$ cat config.mk
export PLATFORM = sky130hd
export DESIGN_NAME = stream_writer
export DESIGN_NICKNAME = d
export VERILOG_FILES = /design/src/out_writer_pkg.sv /design/src/stream_writer.sv
export SDC_FILE = /design/constraint.sdc
export NUM_CORES = 1
export LEC_CHECK = 0
export BUFFER_PORTS_ARGS = -buffer_cell sky130_fd_sc_hd__buf_2
export CAP_MARGIN = 10
export CORE_MARGIN = 2
export CORE_UTILIZATION = 36
export DETAILED_ROUTE_END_ITERATION = 8
export HOLD_SLACK_MARGIN = 0.08
export PLACE_DENSITY = 0.63
export RECOVER_POWER = 100
export REMOVE_ABC_BUFFERS = 1
export SYNTH_ARGS = -nofsm -noshare
export SYNTH_HDL_FRONTEND = slang
export SYNTH_SLANG_ARGS = --single-unit
$ cat constraint.sdc
create_clock -name clk -period 4.9 [get_ports clk]
set_input_delay 0.245 -clock clk [delete_from_list [all_inputs] [get_ports clk]]
set_output_delay 0.245 -clock clk [all_outputs]
set_load 0.05 [all_outputs]
$ cat src/out_writer_pkg.sv
package out_writer_pkg;

  // ****************************************
  // stream and bus sizes
  // ****************************************
  localparam int N_STRM    = 2;           // result streams.
  localparam int STRM_ID_W = 1;           // bits of a stream id.
  localparam int DATA_W    = 64;          // beat width.
  localparam int KEEP_W    = DATA_W / 8;  // one keep bit per byte.
  localparam int ADDR_W    = 48;          // host address.
  localparam int LEN_W     = 16;          // transfer and stream byte counts.

  // ****************************************
  // transfer shaping
  // ****************************************
  localparam int TRANSFER_BEATS  = 4;                           // 32 bytes at most.
  localparam int MAX_OUTSTANDING = 4;                           // requests awaiting completion.
  localparam int BEAT_W          = $clog2(TRANSFER_BEATS);      // beat index in a transfer.
  localparam int OUTST_W         = $clog2(MAX_OUTSTANDING + 1); // outstanding counter.

  // ****************************************
  // packed messages
  // ****************************************
  // request is {id, addr, len, final}, so final sits in bit 0.
  localparam int REQ_W    = STRM_ID_W + ADDR_W + LEN_W + 1;
  // notification is {id, total}.
  localparam int NOTIFY_W = STRM_ID_W + LEN_W;

  typedef enum logic [1:0] {
    WR_IDLE   = 2'd0,  // no beat of the stream yet.
    WR_STREAM = 2'd1,  // beats flowing, transfers being cut.
    WR_DRAIN  = 2'd2,  // tlast seen, completions pending.
    WR_NOTIFY = 2'd3   // total offered to the notify port.
  } wr_state_e;

endpackage

$ cat src/stream_writer.sv
`timescale 1ns/1ps

module stream_writer #(
  parameter int STRM_ID = 0  // index of the stream served.
) (
  input  logic                                   clk,
  input  logic                                   rst_n,
  // result stream from the accelerator.
  input  logic [out_writer_pkg::DATA_W-1:0]      in_tdata,
  input  logic [out_writer_pkg::KEEP_W-1:0]      in_tkeep,
  input  logic                                   in_tlast,
  input  logic                                   in_tvalid,
  output logic                                   in_tready,
  // memory side data port.
  output logic [out_writer_pkg::DATA_W-1:0]      out_tdata,
  output logic [out_writer_pkg::KEEP_W-1:0]      out_tkeep,
  output logic                                   out_tlast,
  output logic                                   out_tvalid,
  input  logic                                   out_tready,
  output logic [out_writer_pkg::STRM_ID_W-1:0]   out_tid,
  // stream config.
  input  logic [out_writer_pkg::ADDR_W-1:0]      mem_base,
  input  logic                                   mem_load,
  // write requests, completions and notification.
  output logic [out_writer_pkg::REQ_W-1:0]       req_data,
  output logic                                   req_valid,
  input  logic                                   req_ready,
  input  logic                                   cpl_valid,
  output logic [out_writer_pkg::NOTIFY_W-1:0]    ntf_data,
  output logic                                   ntf_valid,
  input  logic                                   ntf_ready
);

  out_writer_pkg::wr_state_e state_q, state_d;

  logic [out_writer_pkg::STRM_ID_W-1:0] strm_id;
  logic [out_writer_pkg::BEAT_W-1:0]    beat_cnt_q;    // beats taken in this transfer.
  logic [out_writer_pkg::LEN_W-1:0]     xfer_bytes_q;  // bytes before the current beat.
  logic [out_writer_pkg::LEN_W-1:0]     beat_bytes;
  logic [out_writer_pkg::LEN_W-1:0]     xfer_len;      // transfer length with this beat.
  logic [out_writer_pkg::ADDR_W-1:0]    next_addr_q;   // host address of next transfer.
  logic [out_writer_pkg::LEN_W-1:0]     total_q;       // stream bytes requested so far.
  logic [out_writer_pkg::OUTST_W-1:0]   outst_q;
  logic                                 req_valid_q;
  logic [out_writer_pkg::ADDR_W-1:0]    req_addr_q;
  logic [out_writer_pkg::LEN_W-1:0]     req_len_q;
  logic                                 req_final_q;
  logic                                 pass_ok;
  logic                                 closing;
  logic                                 beat;
  logic                                 close;

  assign strm_id = STRM_ID[out_writer_pkg::STRM_ID_W-1:0];

  // ****************************************
  // data pass-through and gating
  // ****************************************
  assign closing = in_tlast || (int'(beat_cnt_q) == out_writer_pkg::TRANSFER_BEATS - 1);

  // hold the stream while finishing, at the credit limit, or when a close would overflow.
  assign pass_ok = (state_q == out_writer_pkg::WR_IDLE || state_q == out_writer_pkg::WR_STREAM)
                 && (int'(outst_q) != out_writer_pkg::MAX_OUTSTANDING)
                 && !(req_valid_q && closing);

  assign out_tdata  = in_tdata;
  assign out_tkeep  = in_tkeep;
  assign out_tlast  = in_tlast;
  assign out_tid    = strm_id;
  assign out_tvalid = in_tvalid && pass_ok;
  assign in_tready  = out_tready && pass_ok;

  assign beat  = in_tvalid && in_tready;
  assign close = beat && closing && !mem_load;  // latches a request.

  // only the last beat may be partial.
  assign beat_bytes = in_tlast ? out_writer_pkg::LEN_W'($countones(in_tkeep))
                               : out_writer_pkg::LEN_W'(out_writer_pkg::KEEP_W);
  assign xfer_len   = xfer_bytes_q + beat_bytes;

  // ****************************************
  // transfer cutting and stream address
  // ****************************************
  always_ff @(posedge clk or negedge rst_n) begin
    if (!rst_n) begin
      beat_cnt_q   <= '0;
      xfer_bytes_q <= '0;
      next_addr_q  <= '0;
      total_q      <= '0;
    end else if (mem_load) begin
      beat_cnt_q   <= '0;
      xfer_bytes_q <= '0;
      next_addr_q  <= mem_base;  // restart at the new base.
      total_q      <= '0;
    end else if (beat) begin
      if (closing) begin
        beat_cnt_q   <= '0;
        xfer_bytes_q <= '0;
        next_addr_q  <= next_addr_q + out_writer_pkg::ADDR_W'(xfer_len);
        total_q      <= total_q + xfer_len;
      end else begin
        beat_cnt_q   <= beat_cnt_q + 1'b1;
        xfer_bytes_q <= xfer_len;
      end
    end else if (ntf_valid && ntf_ready) begin
      total_q <= '0;  // next stream counts afresh.
    end
  end

  // one request register, refilled only once empty.
  always_ff @(posedge clk or negedge rst_n) begin
    if (!rst_n) begin
      req_valid_q <= 1'b0;
    end else if (close) begin
      req_valid_q <= 1'b1;
    end else if (req_ready) begin
      req_valid_q <= 1'b0;
    end
  end

  always_ff @(posedge clk) begin
    if (close) begin
      req_addr_q  <= next_addr_q;
      req_len_q   <= xfer_len;
      req_final_q <= in_tlast;  // last transfer of the stream.
    end
  end

  assign req_data  = {strm_id, req_addr_q, req_len_q, req_final_q};
  assign req_valid = req_valid_q;

  // request in the register counts as outstanding.
  always_ff @(posedge clk or negedge rst_n) begin
    if (!rst_n) begin
      outst_q <= '0;
    end else begin
      case ({close, cpl_valid})
        2'b10:   outst_q <= outst_q + 1'b1;
        2'b01:   outst_q <= outst_q - 1'b1;
        default: outst_q <= outst_q;  // none, or both cancel.
      endcase
    end
  end

  // ****************************************
  // stream FSM
  // ****************************************
  always_comb begin
    state_d = state_q;
    unique case (state_q)
      out_writer_pkg::WR_IDLE: begin
        if (beat) begin
          state_d = in_tlast ? out_writer_pkg::WR_DRAIN : out_writer_pkg::WR_STREAM;
        end
      end
      out_writer_pkg::WR_STREAM: begin
        if (beat && in_tlast) begin
          state_d = out_writer_pkg::WR_DRAIN;
        end
      end
      out_writer_pkg::WR_DRAIN: begin
        if (cpl_valid && int'(outst_q) == 1) begin
          state_d = out_writer_pkg::WR_NOTIFY;  // final completion back.
        end
      end
      out_writer_pkg::WR_NOTIFY: begin
        if (ntf_ready) begin
          state_d = out_writer_pkg::WR_IDLE;
        end
      end
    endcase
  end

  always_ff @(posedge clk or negedge rst_n) begin
    if (!rst_n) begin
      state_q <= out_writer_pkg::WR_IDLE;
    end else begin
      state_q <= state_d;
    end
  end

  assign ntf_data  = {strm_id, total_q};
  assign ntf_valid = (state_q == out_writer_pkg::WR_NOTIFY);

  // ****************************************
  // checks
  // ****************************************
  a_keep_full: assert property (@(posedge clk) disable iff (!rst_n)
    in_tvalid && !in_tlast |-> &in_tkeep)
    else $error("stream %0d: non-last keep %h is not all ones.", STRM_ID, in_tkeep);

  a_keep_last: assert property (@(posedge clk) disable iff (!rst_n)
    in_tvalid && in_tlast |-> $onehot0(out_writer_pkg::KEEP_W'(in_tkeep + 1'b1)))
    else $error("stream %0d: last keep %h is not contiguous from bit 0.", STRM_ID, in_tkeep);

  // completions never outrun the credit limit.
  a_outst_max: assert property (@(posedge clk) disable iff (!rst_n)
    int'(outst_q) <= out_writer_pkg::MAX_OUTSTANDING)
    else $error("stream %0d: %0d requests outstanding.", STRM_ID, outst_q);

endmodule

==> results of run 1 <==
[per-stage QoR]
| step | total power (uW) | setup slack, ns | area, um^2 | setup TNS, ns |
|---|---|---|---|---|
| floorplan | 2113 | -1.042 | 8312 | -32.93 |
| global placement | 2442 | -1.129 | 10440 | -47.85 |
| detailed placement | 2464 | -1.168 | 10440 | -50.09 |
| CTS | 3910 | -0.4099 | 12110 | -11.68 |
| global route | 4130 | -0.5785 | 12700 | -20.86 |
| finish | 3951 | -0.4083 | 12700 | -12.76 |
[layout make-up]
cell class              instances  area share (%)
inverters                      42           1.261
well taps                     324           3.192
clock buffers                  17           3.349
clock inverters                15           1.409
repair buffers                353           19.36
flip-flops and latches        153           32.71
multi-input cells             573           38.73
[what timing repair did]
| action | in CTS | in global routing |
|---|---|---|
| setup endpoints to repair | 51 | 52 |
| gates cloned | 0 | 0 |
| endpoints found under the hold margin | 80 | 0 |
| pin swaps | 58 | 51 |
| gates resized for setup | 101 | 83 |
| hold buffers | 44 | 0 |
| setup buffers | 23 | 15 |
[kinds of logic after synthesis]
family | Yosys count
simple gates | 232
compound gates | 196
flops | 153
buf+inv | 148
xor+xnor | 67
fa+ha+maj | 52
mux | 23
other cells | 1
[routing by layer]
layer / vias to the layer above / share of wire [%]
met5: - / 0.58
met4: 6 / 1.6
met3: 38 / 10
met2: 359 / 44
met1: 3704 / 44
li1: 3582 / -
[power by group through the flow]
stage,sequential [uW],combinational [uW],clock [uW]
finish,1540,1050,1360
global placement,1550,893,0
global route,1550,1140,1440
floorplan,1620,496,0
CTS,1530,998,1380
detailed placement,1550,912,0
[cell usage in the layout (no fill, tap or decap), types with 17 or more instances in the layout]
cell and count:
clkbuf_16 17, buf_2 153, nand2_1 82, dfrtp_1 88, nor2_1 29, and3_1 21
xnor2_1 25, dlygate4sd3_1 44, o21ai_0 33, inv_1 38, a21oi_1 22, xor2_1 27
edfxtp_1 65, ha_1 25, buf_4 135, o21ai_1 33, nand4_1 17
[sequential cells by signal, summed over array words and instances (netlist names)]
name and count:
total_q 16, state_q 2, xfer_bytes_q 16, req_addr_q 48, beat_cnt_q 2, next_addr_q 48, outst_q 3, req_valid 1
req_final_q 1, req_len_q 16
[critical path, stage by stage]
cell and delay, ns:
buf_8 0.08, inv_4 0.03, fa_1 0.54, fa_1 0.43, fa_1 0.49, inv_1 0.04
ha_2 0.17, fa_2 0.52, nand2_2 0.07, fa_2 0.41, nor2b_4 0.12, o21ai_2 0.07
a21oi_2 0.17, buf_4 0.16, nand3_4 0.10, xnor2_4 0.18, ha_4 0.30, nand2_4 0.06
nor3_4 0.22, nand3_2 0.13, a211oi_4 0.26, buf_12 0.18, buf_8 0.13, o211ai_1 0.11
xnor2_1 0.16, mux2_4 0.26
[worst paths after layout]
check / start / endpoint / slack (ns)
setup reg to reg: xfer_bytes_q[0]$_DFFE_PN0P_ / next_addr_q[44]$_DFFE_PN0P_ / 1.22
max in group asynchronous: rst_n / next_addr_q[31]$_DFFE_PN0P_ / 2.07
hold reg to reg: next_addr_q[47]$_DFFE_PN0P_ / req_addr_q[47]$_DFFE_PP_ / 0.48
hold / removal: mem_base[38] / next_addr_q[38]$_DFFE_PN0P_ / 0.09
min in group asynchronous: rst_n / outst_q[0]$_DFFE_PN0P_ / 1.08
setup / recovery: in_tkeep[3] / next_addr_q[44]$_DFFE_PN0P_ / -0.41
==> results.txt, run 1 <==
By area the synthesized netlist is led by dfrtp_1 (24%), edfxtp_1 (22%), buf_4 (6.5%). Clock-pin slew was measured on the worst setup and hold paths at 0.07 ns. The peak clock frequency supported by timing is 188.4 MHz, and the critical path data required time is 5.22 ns. The most congested layer reported by global routing is met2.

Buffers inserted during clock tree synthesis total 17. The worst path setup slack after routing is -0.4083 ns, and the average wire length per cell after detail routing is 19.82 um. In this run the tightest slew margin relative to its limit is -61.45%.

The die is 162.3 um tall. The post-synthesis share of cell area spent on full adders, half adders and majority gates came out at 7.882%. Port buffering added 158 buffers.

The tools report the max-slew violation count as 39. The region available for standard cell placement spans 24460 um^2. The xor and xnor fraction of the mapped netlist area works out to 6.508%. After global routing the overflow that remains totals 0. TritonCTS built the clock tree. The tree is rooted in a clkbuf_16. The sequential cells in the finished layout cover a total of 4154 um^2. The first global-routing pass estimated 43130 um of wire. Global routing used 31.91% of the available met2 tracks. The final cell count without fillers came out at 1477. Of all cell types, the one taking the most synthesized area is dfrtp_1. Global routing consumed, on the met1 layer, 28.87% of the routing resources.

Number of global-route vias before repair: 7490. At the end of the flow, the number of nets in the layout was 1321. Dividing the synthesized area by the synthesized cell count gives 10.34 um^2.

Ranked by instance count, the synthesized netlist is headed by dfrtp_1 (88), nand2_1 (86), buf_4 (78). The number of synthesized flops with an enable pin came out at 65. The sequential share of power was 38.9%; the count of final hold-check violations was 0. In the routed layout, each cell is associated on average with a via count of 5.206.

The number of filler cells placed in the layout is 2053. The signal arrival time at the worst endpoint is 5.63 ns. dfrtp_1 is the most common cell in the netlist. The clock period minus final worst setup slack came out at 5.308 ns.

For this run, the number of Yosys warnings is 0. The tightest min-delay check is of the in -> reg type. The proportion of total power due to net switching is 32.67%, and the transition time at the pin with the least slew margin is 2.422 ns.

Summed over its instances, the top area cell type makes up 24.42% of the synthesized netlist area. The worst-case hold slack is 0.09118 ns, and the fraction of the yosys area taken by sequential cells is 46.07%. On the final layout, the worst clock skew is 0.01142 ns. For the number of violations reported at the end of detailed-routing iteration 0, the log shows 472. The worst setup path is captured at a flop.

Summed over all cells, the static leakage comes to 0.005594 uW. The tools report the overall routing resource usage as 21.56%. The full die area is 26330 um^2. The post-route fraction of the period consumed by the critical path was 108.3%; the vias after detailed routing was 7689.

The logs give 1 for the count of maximum capacitance violations and 51.92% for the end-of-flow core utilization. Setup repair after global routing could not meet its margin everywhere. In the synthesized netlist the async set-or-reset flop fraction comes to 57.52%. The combinational family with the most area after synthesis is compound AO/OA/AOI/OAI gates. The synthesized-area fraction occupied by and/or/nand/nor cells is 13.06%.

For this configuration, the core starts out at a cell density of 36.86%. Row generation in the floorplan step produced 57 rows. Counting tap cells, the placed design contains a total of 1370 instances. The final reports fail on capacitance limit, slew limit, setup timing.

After synthesis the netlist holds a flip-flop and latch count of 153. Across the VDD grid, the largest voltage drop is 0.3306 mV. For this design the ratio of total power to cell area is 311.1 nW/um^2. For this design the top-level I/O count stands at 290. The global routing met3 resource utilization is 9.142%.

The wire length after detailed routing was 29270 um; the relative contribution of the clock network to total power was 34.5%. For the number of buffers on the longest clock path, the log shows 2. Internal power comes to 2660 uW. The pin count of the biggest net entering global routing is 79, and the fraction of layout cells with a size suffix above 1 is 41.02%. The remaining number of nets flagged by the antenna check after routing is 0. Setup violations remaining at the end of the flow were counted as 45. Relative to the synthesized area, the layout overhead comes to 40.87%.

For the share of total power in combinational logic, the log shows 26.6%. The synthesized netlist devotes 14.07% of its cell area to compound gates. Summing all multi-input logic gate instances after layout gives 4918 um^2.

For the worst-skew pair, the clock arrives at the later sink with an insertion delay of 0.43 ns. The category of the most critical setup path is in -> reg. The first detailed-routing pass ran for 5 iterations.

The H-tree was split into 4 levels. For this run, the leading register cell type out of synthesis is dfrtp_1. Total standard cell area after synthesis: 9016 um^2.

The run finished, with violations left. For the switching power, the log shows 1291 uW. The post-synthesis mux area share is 2.720%, and the total clock sinks is 153. The distinct cell type count of the synthesized netlist was 65. Measured along the x axis, the die boundary spans 162.3 um.

The tools report the number of antenna violations at the first check in global routing as 0. The tools report the final routed DRC violation total as 0. The number of cells on the worst reg-to-reg path came out at 19. Synthesis handed over a netlist of 872 instances. STA classifies the critical path startpoint as a primary input.

Of all nets on the critical path, the largest fanout is 8. For the number of diodes, the log shows 0. The worst hold path was traced through 3 stages. Routability-driven placement finished with a final weighted congestion of 0.8910. The tools report the total half-perimeter wirelength after legalization and detailed placement as 20290 um.
Note: power is estimated with default switching activity, not from simulation.
==> run 2, diff against run 1 <==
- CORE_MARGIN: 2 -> unset
==> run 2 against run 1 <==
  * The run still ends with capacitance limit, slew limit, setup timing left
  * First-iteration DRC count up 21%
  * Sequential power about the same
  * Via count down 0.21%
  * Hold slack better by 0.015 ns
  * Cell count up 0.27%
  * Combinational power about the same
  * Clock skew down 0.0028 ns
  * Global-route usage up 0.66 points
  * Setup slack better by 0.018 ns
==> results.txt, run 2 (same netlist as run 1, synthesis figures left out) <==
The run gives 39 (unchanged) as the max-slew violation count. The floorplan die height was 160.3 um (was 162.3 um). The run gives 0 (unchanged) as the count of final hold-check violations. The critical path data required time was 5.21 ns (was 5.22 ns); the number of antenna violations at the first check in global routing was 0 (unchanged). The tools report the number of optimization iterations in the first detailed-route pass as 5 (unchanged).

Largest registers: next_addr_q (48), req_addr_q (48) (unchanged). The logs give 153 (unchanged) for the total clock sinks and -0.3899 ns (was -0.4083 ns) for the worst path setup slack after routing. Clock latency reported for the late side of the worst-skew pair: 0.43 ns (about the same).

The tools report the global routing met2 resource utilization as 32.61% (was 31.91%). The wire length after detailed routing is 28960 um (was 29270 um). The total power is 3952 uW (was 3951 uW).

The run gives 7673 (was 7689) as the vias after detailed routing. The global-route wire length before repair is 43010 um (was 43130 um), and the clock period minus final worst setup slack is 5.290 ns (was 5.308 ns). For the number of cells in the design after placement, the log shows 1373 (was 1370). Setup repair after global routing could not meet its margin everywhere. The worst clock skew on the final layout was 0.008638 ns (was 0.01142 ns); the full die area was 25680 um^2 (was 26330 um^2). The class of the tightest hold or removal check is in -> reg (unchanged). The number of violations reported at the end of detailed-routing iteration 0 was 573 (was 472); the clock transition at the register clock pins on the worst setup and hold paths after CTS was 0.07 ns (about the same).

The delay of the slowest cell on the worst path works out to 0.54 ns (about the same). The run gives 0 (unchanged) as the remaining number of nets flagged by the antenna check after routing. Share of total power in combinational logic: 27.0% (was 26.6%). The static power due to leakage was 0.005580 uW (was 0.005594 uW). The post-route fraction of the period consumed by the critical path was 108.0% (was 108.3%); the normalized max-slew margin was -47.74% (was -61.45%).

The average wire length per cell after detail routing came out at 19.55 um (was 19.82 um). The fraction of layout cells with a size suffix above 1 works out to 41.78% (was 41.02%). The most congested layer reported by global routing was met2 (unchanged).

The run gives 34.2% (was 34.5%) as the relative contribution of the clock network to total power. The global routing met1 resource utilization was 29.03% (was 28.87%). The run gives 290 (unchanged) as the number of primary I/O pins. The tools report the critical path capture point type as a flop (unchanged). For the total half-perimeter wirelength after legalization and detailed placement, the log shows 20630 um (was 20290 um). The worst-case hold slack was 0.1062 ns (was 0.09118 ns).

TritonCTS built the clock tree. The CTS root buffer was clkbuf_16 (unchanged). The row count is 57 (unchanged). The category of the most critical setup path is in -> reg (unchanged). Switching power: 1281 uW (was 1291 uW).

The pin count of the biggest net entering global routing came out at 78 (was 79). The power density over cell area works out to 312.5 nW/um^2 (was 311.1 nW/um^2). Transition time at the pin with the least slew margin: 2.216 ns (was 2.422 ns).

Peak clock frequency supported by timing: 189.0 MHz (was 188.4 MHz). Top library cells by usage in the layout, fill and taps aside: buf_2 (154), buf_4 (140), dfrtp_1 (88) (was buf_2 (153), buf_4 (135), dfrtp_1 (88)). The most common cell after layout, fill and taps aside was buf_2 (unchanged). The final cell count without fillers is 1481 (was 1477). The final routed DRC violation total was 0 (unchanged). The flow ran to the end, but the final reports show violations. Violated checks: capacitance limit, slew limit, setup timing (unchanged). The number of global-route vias before repair was 7418 (was 7490); the highest fanout seen on the critical path was 7 (was 8). The internal power of the cells is 2671 uW (was 2660 uW), and the total number of H-tree levels is 4 (unchanged).

The number of buffers added by the clock tree synthesis step is 17 (unchanged). The run gives 1 (unchanged) as the count of maximum capacitance violations. Effective utilization at floorplan: 36.86% (unchanged). The die extent in x was 160.3 um (was 162.3 um); the sequential share of power was 38.8% (was 38.9%). Master of the slowest instance on the critical path: fa_1 (unchanged). The net total in the final layout was 1324 (was 1321). The detail-routed via count per cell was 5.181 (was 5.206); the global routing met3 resource utilization was 11.14% (was 9.142%). The tools report the kind of start point of the critical path as a primary input (unchanged). The number of I/O port buffers was 158 (unchanged). The run gives 0.2917 mV (was 0.3306 mV) as the largest voltage drop on the vdd net.

The logs give 24460 um^2 (unchanged) for the standard cell core area and 5.60 ns (was 5.63 ns) for the signal arrival time at the worst endpoint. For the overall routing resource usage, the log shows 22.22% (was 21.56%). The run gives 42 (was 45) as the final setup violation count.

The tools report the overall overflow remaining after global route as 0 (unchanged). Cell seen most often among critical-path stages: fa_1 (unchanged). The synthesis-to-finish area growth is 40.26% (was 40.87%). The number of buffers on the longest clock path was 2 (unchanged). The proportion of total power due to net switching is 32.41% (was 32.67%), and the routability congestion estimate is 0.8358 (was 0.8910).
run 2: what timing repair did:
action,4_1_cts,5_1_grt
hold buffers,45,0
gates resized for setup,71,110
pin swaps,46,65
hold endpoints to repair,81,0
setup buffers,17,16
setup endpoints to repair,49,53
gates cloned,1,0
run 2: cell type report:
| type | instances | area (um^2) |
|---|---|---|
| timing repair buffer | 356 | 2479 |
| multi-input combinational | 573 | 4842 |
| clock inverter | 14 | 173.9 |
| inverter | 42 | 160.2 |
| sequential | 153 | 4154 |
| clock buffer | 18 | 429.2 |
| fill | 2119 | 11820 |
| tap | 324 | 405.4 |
| antenna | 1 | 2.502 |
run 2: power by group through the flow:
stage          logic, uW  clock network [uW]  registers, uW
2_1_floorplan        496                   0           1620
3_3_place_gp         894                   0           1550
4_1_cts              973                1380           1530
3_5_place_dp         911                   0           1550
5_1_grt             1160                1430           1540
6_report            1070                1350           1530
run 2: through the flow:
stage | setup slack, ns | utilization, % | cell area, um^2 | setup TNS [ns]
floorplan | -1.042 | - | 8312 | -32.93
global placement | -1.054 | 42.81 | 10470 | -43.10
detailed placement | -1.203 | 42.81 | 10470 | -49.09
CTS | -0.4418 | 49.09 | 12010 | -13.36
global route | -0.5852 | 51.69 | 12640 | -21.38
finish | -0.3899 | 51.70 | 12650 | -11.37
run 2: worst paths after layout:
kind                                             start                           to  slack (ns)  cells after the start
max in group asynchronous                        rst_n  next_addr_q[20]$_DFFE_PN0P_        2.21                      3
min reg2reg                next_addr_q[47]$_DFFE_PN0P_     req_addr_q[47]$_DFFE_PP_        0.47                      0
min                                       mem_base[30]  next_addr_q[30]$_DFFE_PN0P_        0.11                      3
max                                        in_tkeep[3]  next_addr_q[46]$_DFFE_PN0P_       -0.39                     26
max reg2reg                xfer_bytes_q[0]$_DFFE_PN0P_  next_addr_q[46]$_DFFE_PN0P_        1.21                     18
min in group asynchronous                        rst_n       outst_q[1]$_DFFE_PN0P_        1.01                      2
run 2: worst max-delay path, delay by kind of cell:
kind                     cells  cell delay (ns)
AO/OA/AOI/OAI                6             0.89
AND/OR/NAND/NOR              3             0.38
adder cells (fa/ha/maj)      7             2.70
multiplexers                 1             0.26
XOR/XNOR                     3             0.51
buffers and inverters        6             0.62
run 2: routing by layer:
layer  share of wire, %  vias up
li1                   -     3593
met1                 44     3719
met2                 44      335
met3                 11       20
met4               0.72        6
met5               0.67        -
==> run 3, diff against run 2 <==
- SKIP_CTS_REPAIR_TIMING: unset -> 1
==> run 3 against run 2 <==
  * The run still ends with capacitance limit, slew limit, setup timing left
  * Register-to-register slack hardly changed
  * Setup slack worse by 0.066 ns
  * Combinational power is 5% lower
  * Critical endpoint is now next_addr_q[47]$_DFFE_PN0P_
  * Utilization is 0.78 points lower
  * Total power is 1.2% lower
  * Via count is 1.2% lower
  * Global-route usage is 0.96 points lower
  * Wire length is 0.66% lower
  * Cell count is 1.1% lower
  * Maximum frequency is 1.2% lower
  * Critical path depth is 1 lower
==> results.txt, run 3 (same netlist as run 1, synthesis figures left out) <==
The run gives 57 (unchanged) as the row count. The total clock sinks is 153 (unchanged), and the max-slew violation count is 39 (unchanged). The detail-routed via count per cell is 5.176 (was 5.181). The tools report the source of the worst hold timing path as mem_base[38] (was mem_base[30]). Setup repair after global routing could not meet its margin everywhere. The number of instances on the worst hold path was 3 (unchanged).

Largest voltage drop on the vdd net: 0.2921 mV (was 0.2917 mV). The transition time at the pin with the least slew margin works out to 2.240 ns (was 2.216 ns). Class of the tightest hold or removal check: in -> reg (unchanged). Area used by multi-input combinational logic: 4761 um^2 (was 4842 um^2). The wire length after detailed routing is 28760 um (was 28960 um). The vias after detailed routing was 7578 (was 7673); the average wire length per cell after detail routing was 19.65 um (was 19.55 um). The tools report the end-of-flow core utilization as 50.91% (was 51.70%). The static power due to leakage was 0.005522 uW (was 0.005580 uW). The run gives 41090 um (was 43010 um) as the global-route wire length before repair. The share of total power in combinational logic was 26.0% (was 27.0%).

The signal arrival time at the worst endpoint was 5.67 ns (was 5.60 ns); the highest fanout seen on the critical path was 6 (was 7). The logs give 2139 (was 2119) for the number of filler cells placed in the layout and 1308 (was 1324) for the net total in the final layout. The fraction of layout cells with a size suffix above 1 works out to 40.79% (was 41.78%).

Violated checks: capacitance limit, slew limit, setup timing (unchanged). Number of diodes: 0 (was 1). The tools report the worst reg2reg path endpoint as next_addr_q[46]$_DFFE_PN0P_ (unchanged). The run gives 2639 uW (was 2671 uW) as the internal power of the cells.

Worst flop-to-flop path startpoint: xfer_bytes_q[0]$_DFFE_PN0P_ (unchanged). The number of cells on the worst reg-to-reg path was 19 (was 18); the sequential share of power was 39.3% (was 38.8%). The routability congestion estimate came out at 0.8358 (unchanged). The clock transition at the register clock pins on the worst setup and hold paths after CTS is 0.07 ns (about the same), and the synthesis-to-finish area growth is 38.13% (was 40.26%). The number of antenna violations at the first check in global routing was 0 (unchanged). The full die area is 25680 um^2 (unchanged), and the effective utilization at floorplan is 36.86% (unchanged). The family with the most delay on the worst path is adder cells (unchanged).

The tools report the count of maximum capacitance violations as 1 (unchanged). The proportion of total power due to net switching came out at 32.40% (was 32.41%). For the relative contribution of the clock network to total power, the log shows 34.7% (was 34.2%). The terminating pin of the worst hold path is next_addr_q[38]$_DFFE_PN0P_ (was next_addr_q[30]$_DFFE_PN0P_). The overall routing resource usage is 21.25% (was 22.22%).

The master of the slowest instance on the critical path is fa_1 (unchanged). The tools report the storage element area as 4154 um^2 (unchanged). Pin count of the biggest net entering global routing: 78 (unchanged). CTS root buffer: clkbuf_16 (unchanged). The tools report the clock latency reported for the late side of the worst-skew pair as 0.43 ns (about the same).

The logs give 0 (unchanged) for the final routed DRC violation total and 5.22 ns (was 5.21 ns) for the critical path data required time. The run finished, with violations left. For the final cell area excluding filler cells, the log shows 12450 um^2 (was 12650 um^2). The cell seen most often among critical-path stages was fa_1 (unchanged).

The final setup violation count was 45 (was 42); the worst path setup slack after routing was -0.4556 ns (was -0.3899 ns). The tools report the critical path capture point type as a flop (unchanged). The number of primary I/O pins is 290 (unchanged). Category of the most critical setup path: in -> reg (unchanged). The run gives 0 (unchanged) as the count of final hold-check violations.

The power density over cell area was 313.4 nW/um^2 (was 312.5 nW/um^2). The logs give 1264 uW (was 1281 uW) for the switching power and 0 (unchanged) for the overall overflow remaining after global route. Standard cell core area: 24460 um^2 (unchanged). Number of buffers added by the clock tree synthesis step: 17 (unchanged). The tools report the number of violations reported at the end of detailed-routing iteration 0 as 568 (was 573). The post-route fraction of the period consumed by the critical path is 109.3% (was 108.0%). The sum of buffers and inverters on the critical path is 6 (unchanged). Most common cell after layout, fill and taps aside: buf_2 (unchanged). Top library cells by usage in the layout, fill and taps aside: buf_2 (155), buf_4 (132), dfrtp_1 (88) (was buf_2 (154), buf_4 (140), dfrtp_1 (88)). For the placed instance area, the log shows 10470 um^2 (unchanged). The kind of start point of the critical path was a primary input (unchanged). Number of global-route vias before repair: 6987 (was 7418).

The run gives 0 (unchanged) as the remaining number of nets flagged by the antenna check after routing. The peak clock frequency supported by timing came out at 186.7 MHz (was 189.0 MHz). The number of optimization iterations in the first detailed-route pass was 5 (unchanged). The total half-perimeter wirelength after legalization and detailed placement is 20630 um (unchanged), and the delay of the slowest cell on the worst path is 0.55 ns (was 0.54 ns).

The number of I/O port buffers is 158 (unchanged), and the die extent in x is 160.3 um (unchanged). The floorplan die height was 160.3 um (unchanged); the normalized max-slew margin was -49.35% (was -47.74%). For the worst clock skew on the final layout, the log shows 0.006905 ns (was 0.008638 ns). Largest registers: next_addr_q (48), req_addr_q (48) (unchanged).

The run gives 1.20 ns (was 1.21 ns) as the flop-to-flop setup slack. TritonCTS built the clock tree. The total number of H-tree levels came out at 4 (unchanged). The clock period minus final worst setup slack is 5.356 ns (was 5.290 ns), and the number of buffers on the longest clock path is 2 (unchanged).
[run 3: cell count changes in the layout (fill, tap and decap cells not counted), moves of 3 or more]
cell           delta
a211oi_4          -3
a21oi_1           +3
buf_4             -8
dlygate4sd3_1     -9
ha_1              +6
ha_2              -3
ha_4              -3
nand2_1           -4
nand2_2           +4
o21ai_0           +4
o21ai_2           -5
[run 3: worst reg2reg max path: cells and delay by family (launching register included)]
family | cells | cell delay, ns
AO/OA/AOI/OAI | 4 | 0.65
XOR/XNOR | 2 | 0.37
adder cells (fa/ha/maj) | 3 | 0.87
buffers and inverters | 4 | 0.49
flip-flops | 1 | 0.35
multiplexers | 1 | 0.25
AND/OR/NAND/NOR | 5 | 0.60
[run 3: per-stage QoR]
step | hold slack, ns | power (uW) | setup TNS (ns) | worst slack, ns | instances
6_report | 0.03853 | 3903 | -13.89 | -0.4556 | 1464
5_1_grt | 0.08069 | 4080 | -24.32 | -0.6876 | 1464
4_1_cts | -0.1906 | 3820 | -25.45 | -0.7452 | 1405
3_5_place_dp | 0.2537 | 2464 | -49.09 | -1.203 | 1373
3_3_place_gp | 0.2500 | 2445 | -43.10 | -1.054 | 1373
2_1_floorplan | -0.05059 | 2113 | -32.93 | -1.042 | 768
[run 3: power groups by stage]
stage | registers (uW) | clock network (uW) | logic, uW
after floorplan | 1620 | 0 | 496
after global placement | 1550 | 0 | 894
after detailed placement | 1550 | 0 | 911
after CTS | 1530 | 1380 | 916
after global routing | 1540 | 1430 | 1110
final | 1530 | 1360 | 1020
[run 3: layout make-up]
type                    instances  area share, %
repair buffers                340          19.06
well taps                     324          3.255
multi-input cells             573          38.23
inverters                      42          1.266
clock buffers                  18          3.446
clock inverters                14          1.396
flip-flops and latches        153          33.35
[run 3: worst max-delay path by stage]
stage / from / end / slack [ns] / cells past startpoint
6_report: in_tkeep[3] / next_addr_q[47]$_DFFE_PN0P_ / -0.46 / 25
5_1_grt: in_tkeep[3] / next_addr_q[46]$_DFFE_PN0P_ / -0.69 / 26
4_1_cts: in_tkeep[0] / next_addr_q[47]$_DFFE_PN0P_ / -0.75 / 25
3_5_place_dp: in_tkeep[0] / next_addr_q[47]$_DFFE_PN0P_ / -1.20 / 25
3_3_place_gp: in_tkeep[0] / next_addr_q[42]$_DFFE_PN0P_ / -1.05 / 25
2_1_floorplan: in_tkeep[0] / next_addr_q[34]$_DFFE_PN0P_ / -1.04 / 23
[run 3: metal layers]
| metal | vias to the layer above | share of wire [%] | track usage (%) |
|---|---|---|---|
| met5 | - | 0.68 | 5.492 |
| met4 | 6 | 1.3 | 3.983 |
| met3 | 29 | 11 | 11.27 |
| met2 | 341 | 43 | 30.02 |
| met1 | 3653 | 44 | 28.27 |
| li1 | 3549 | - | - |
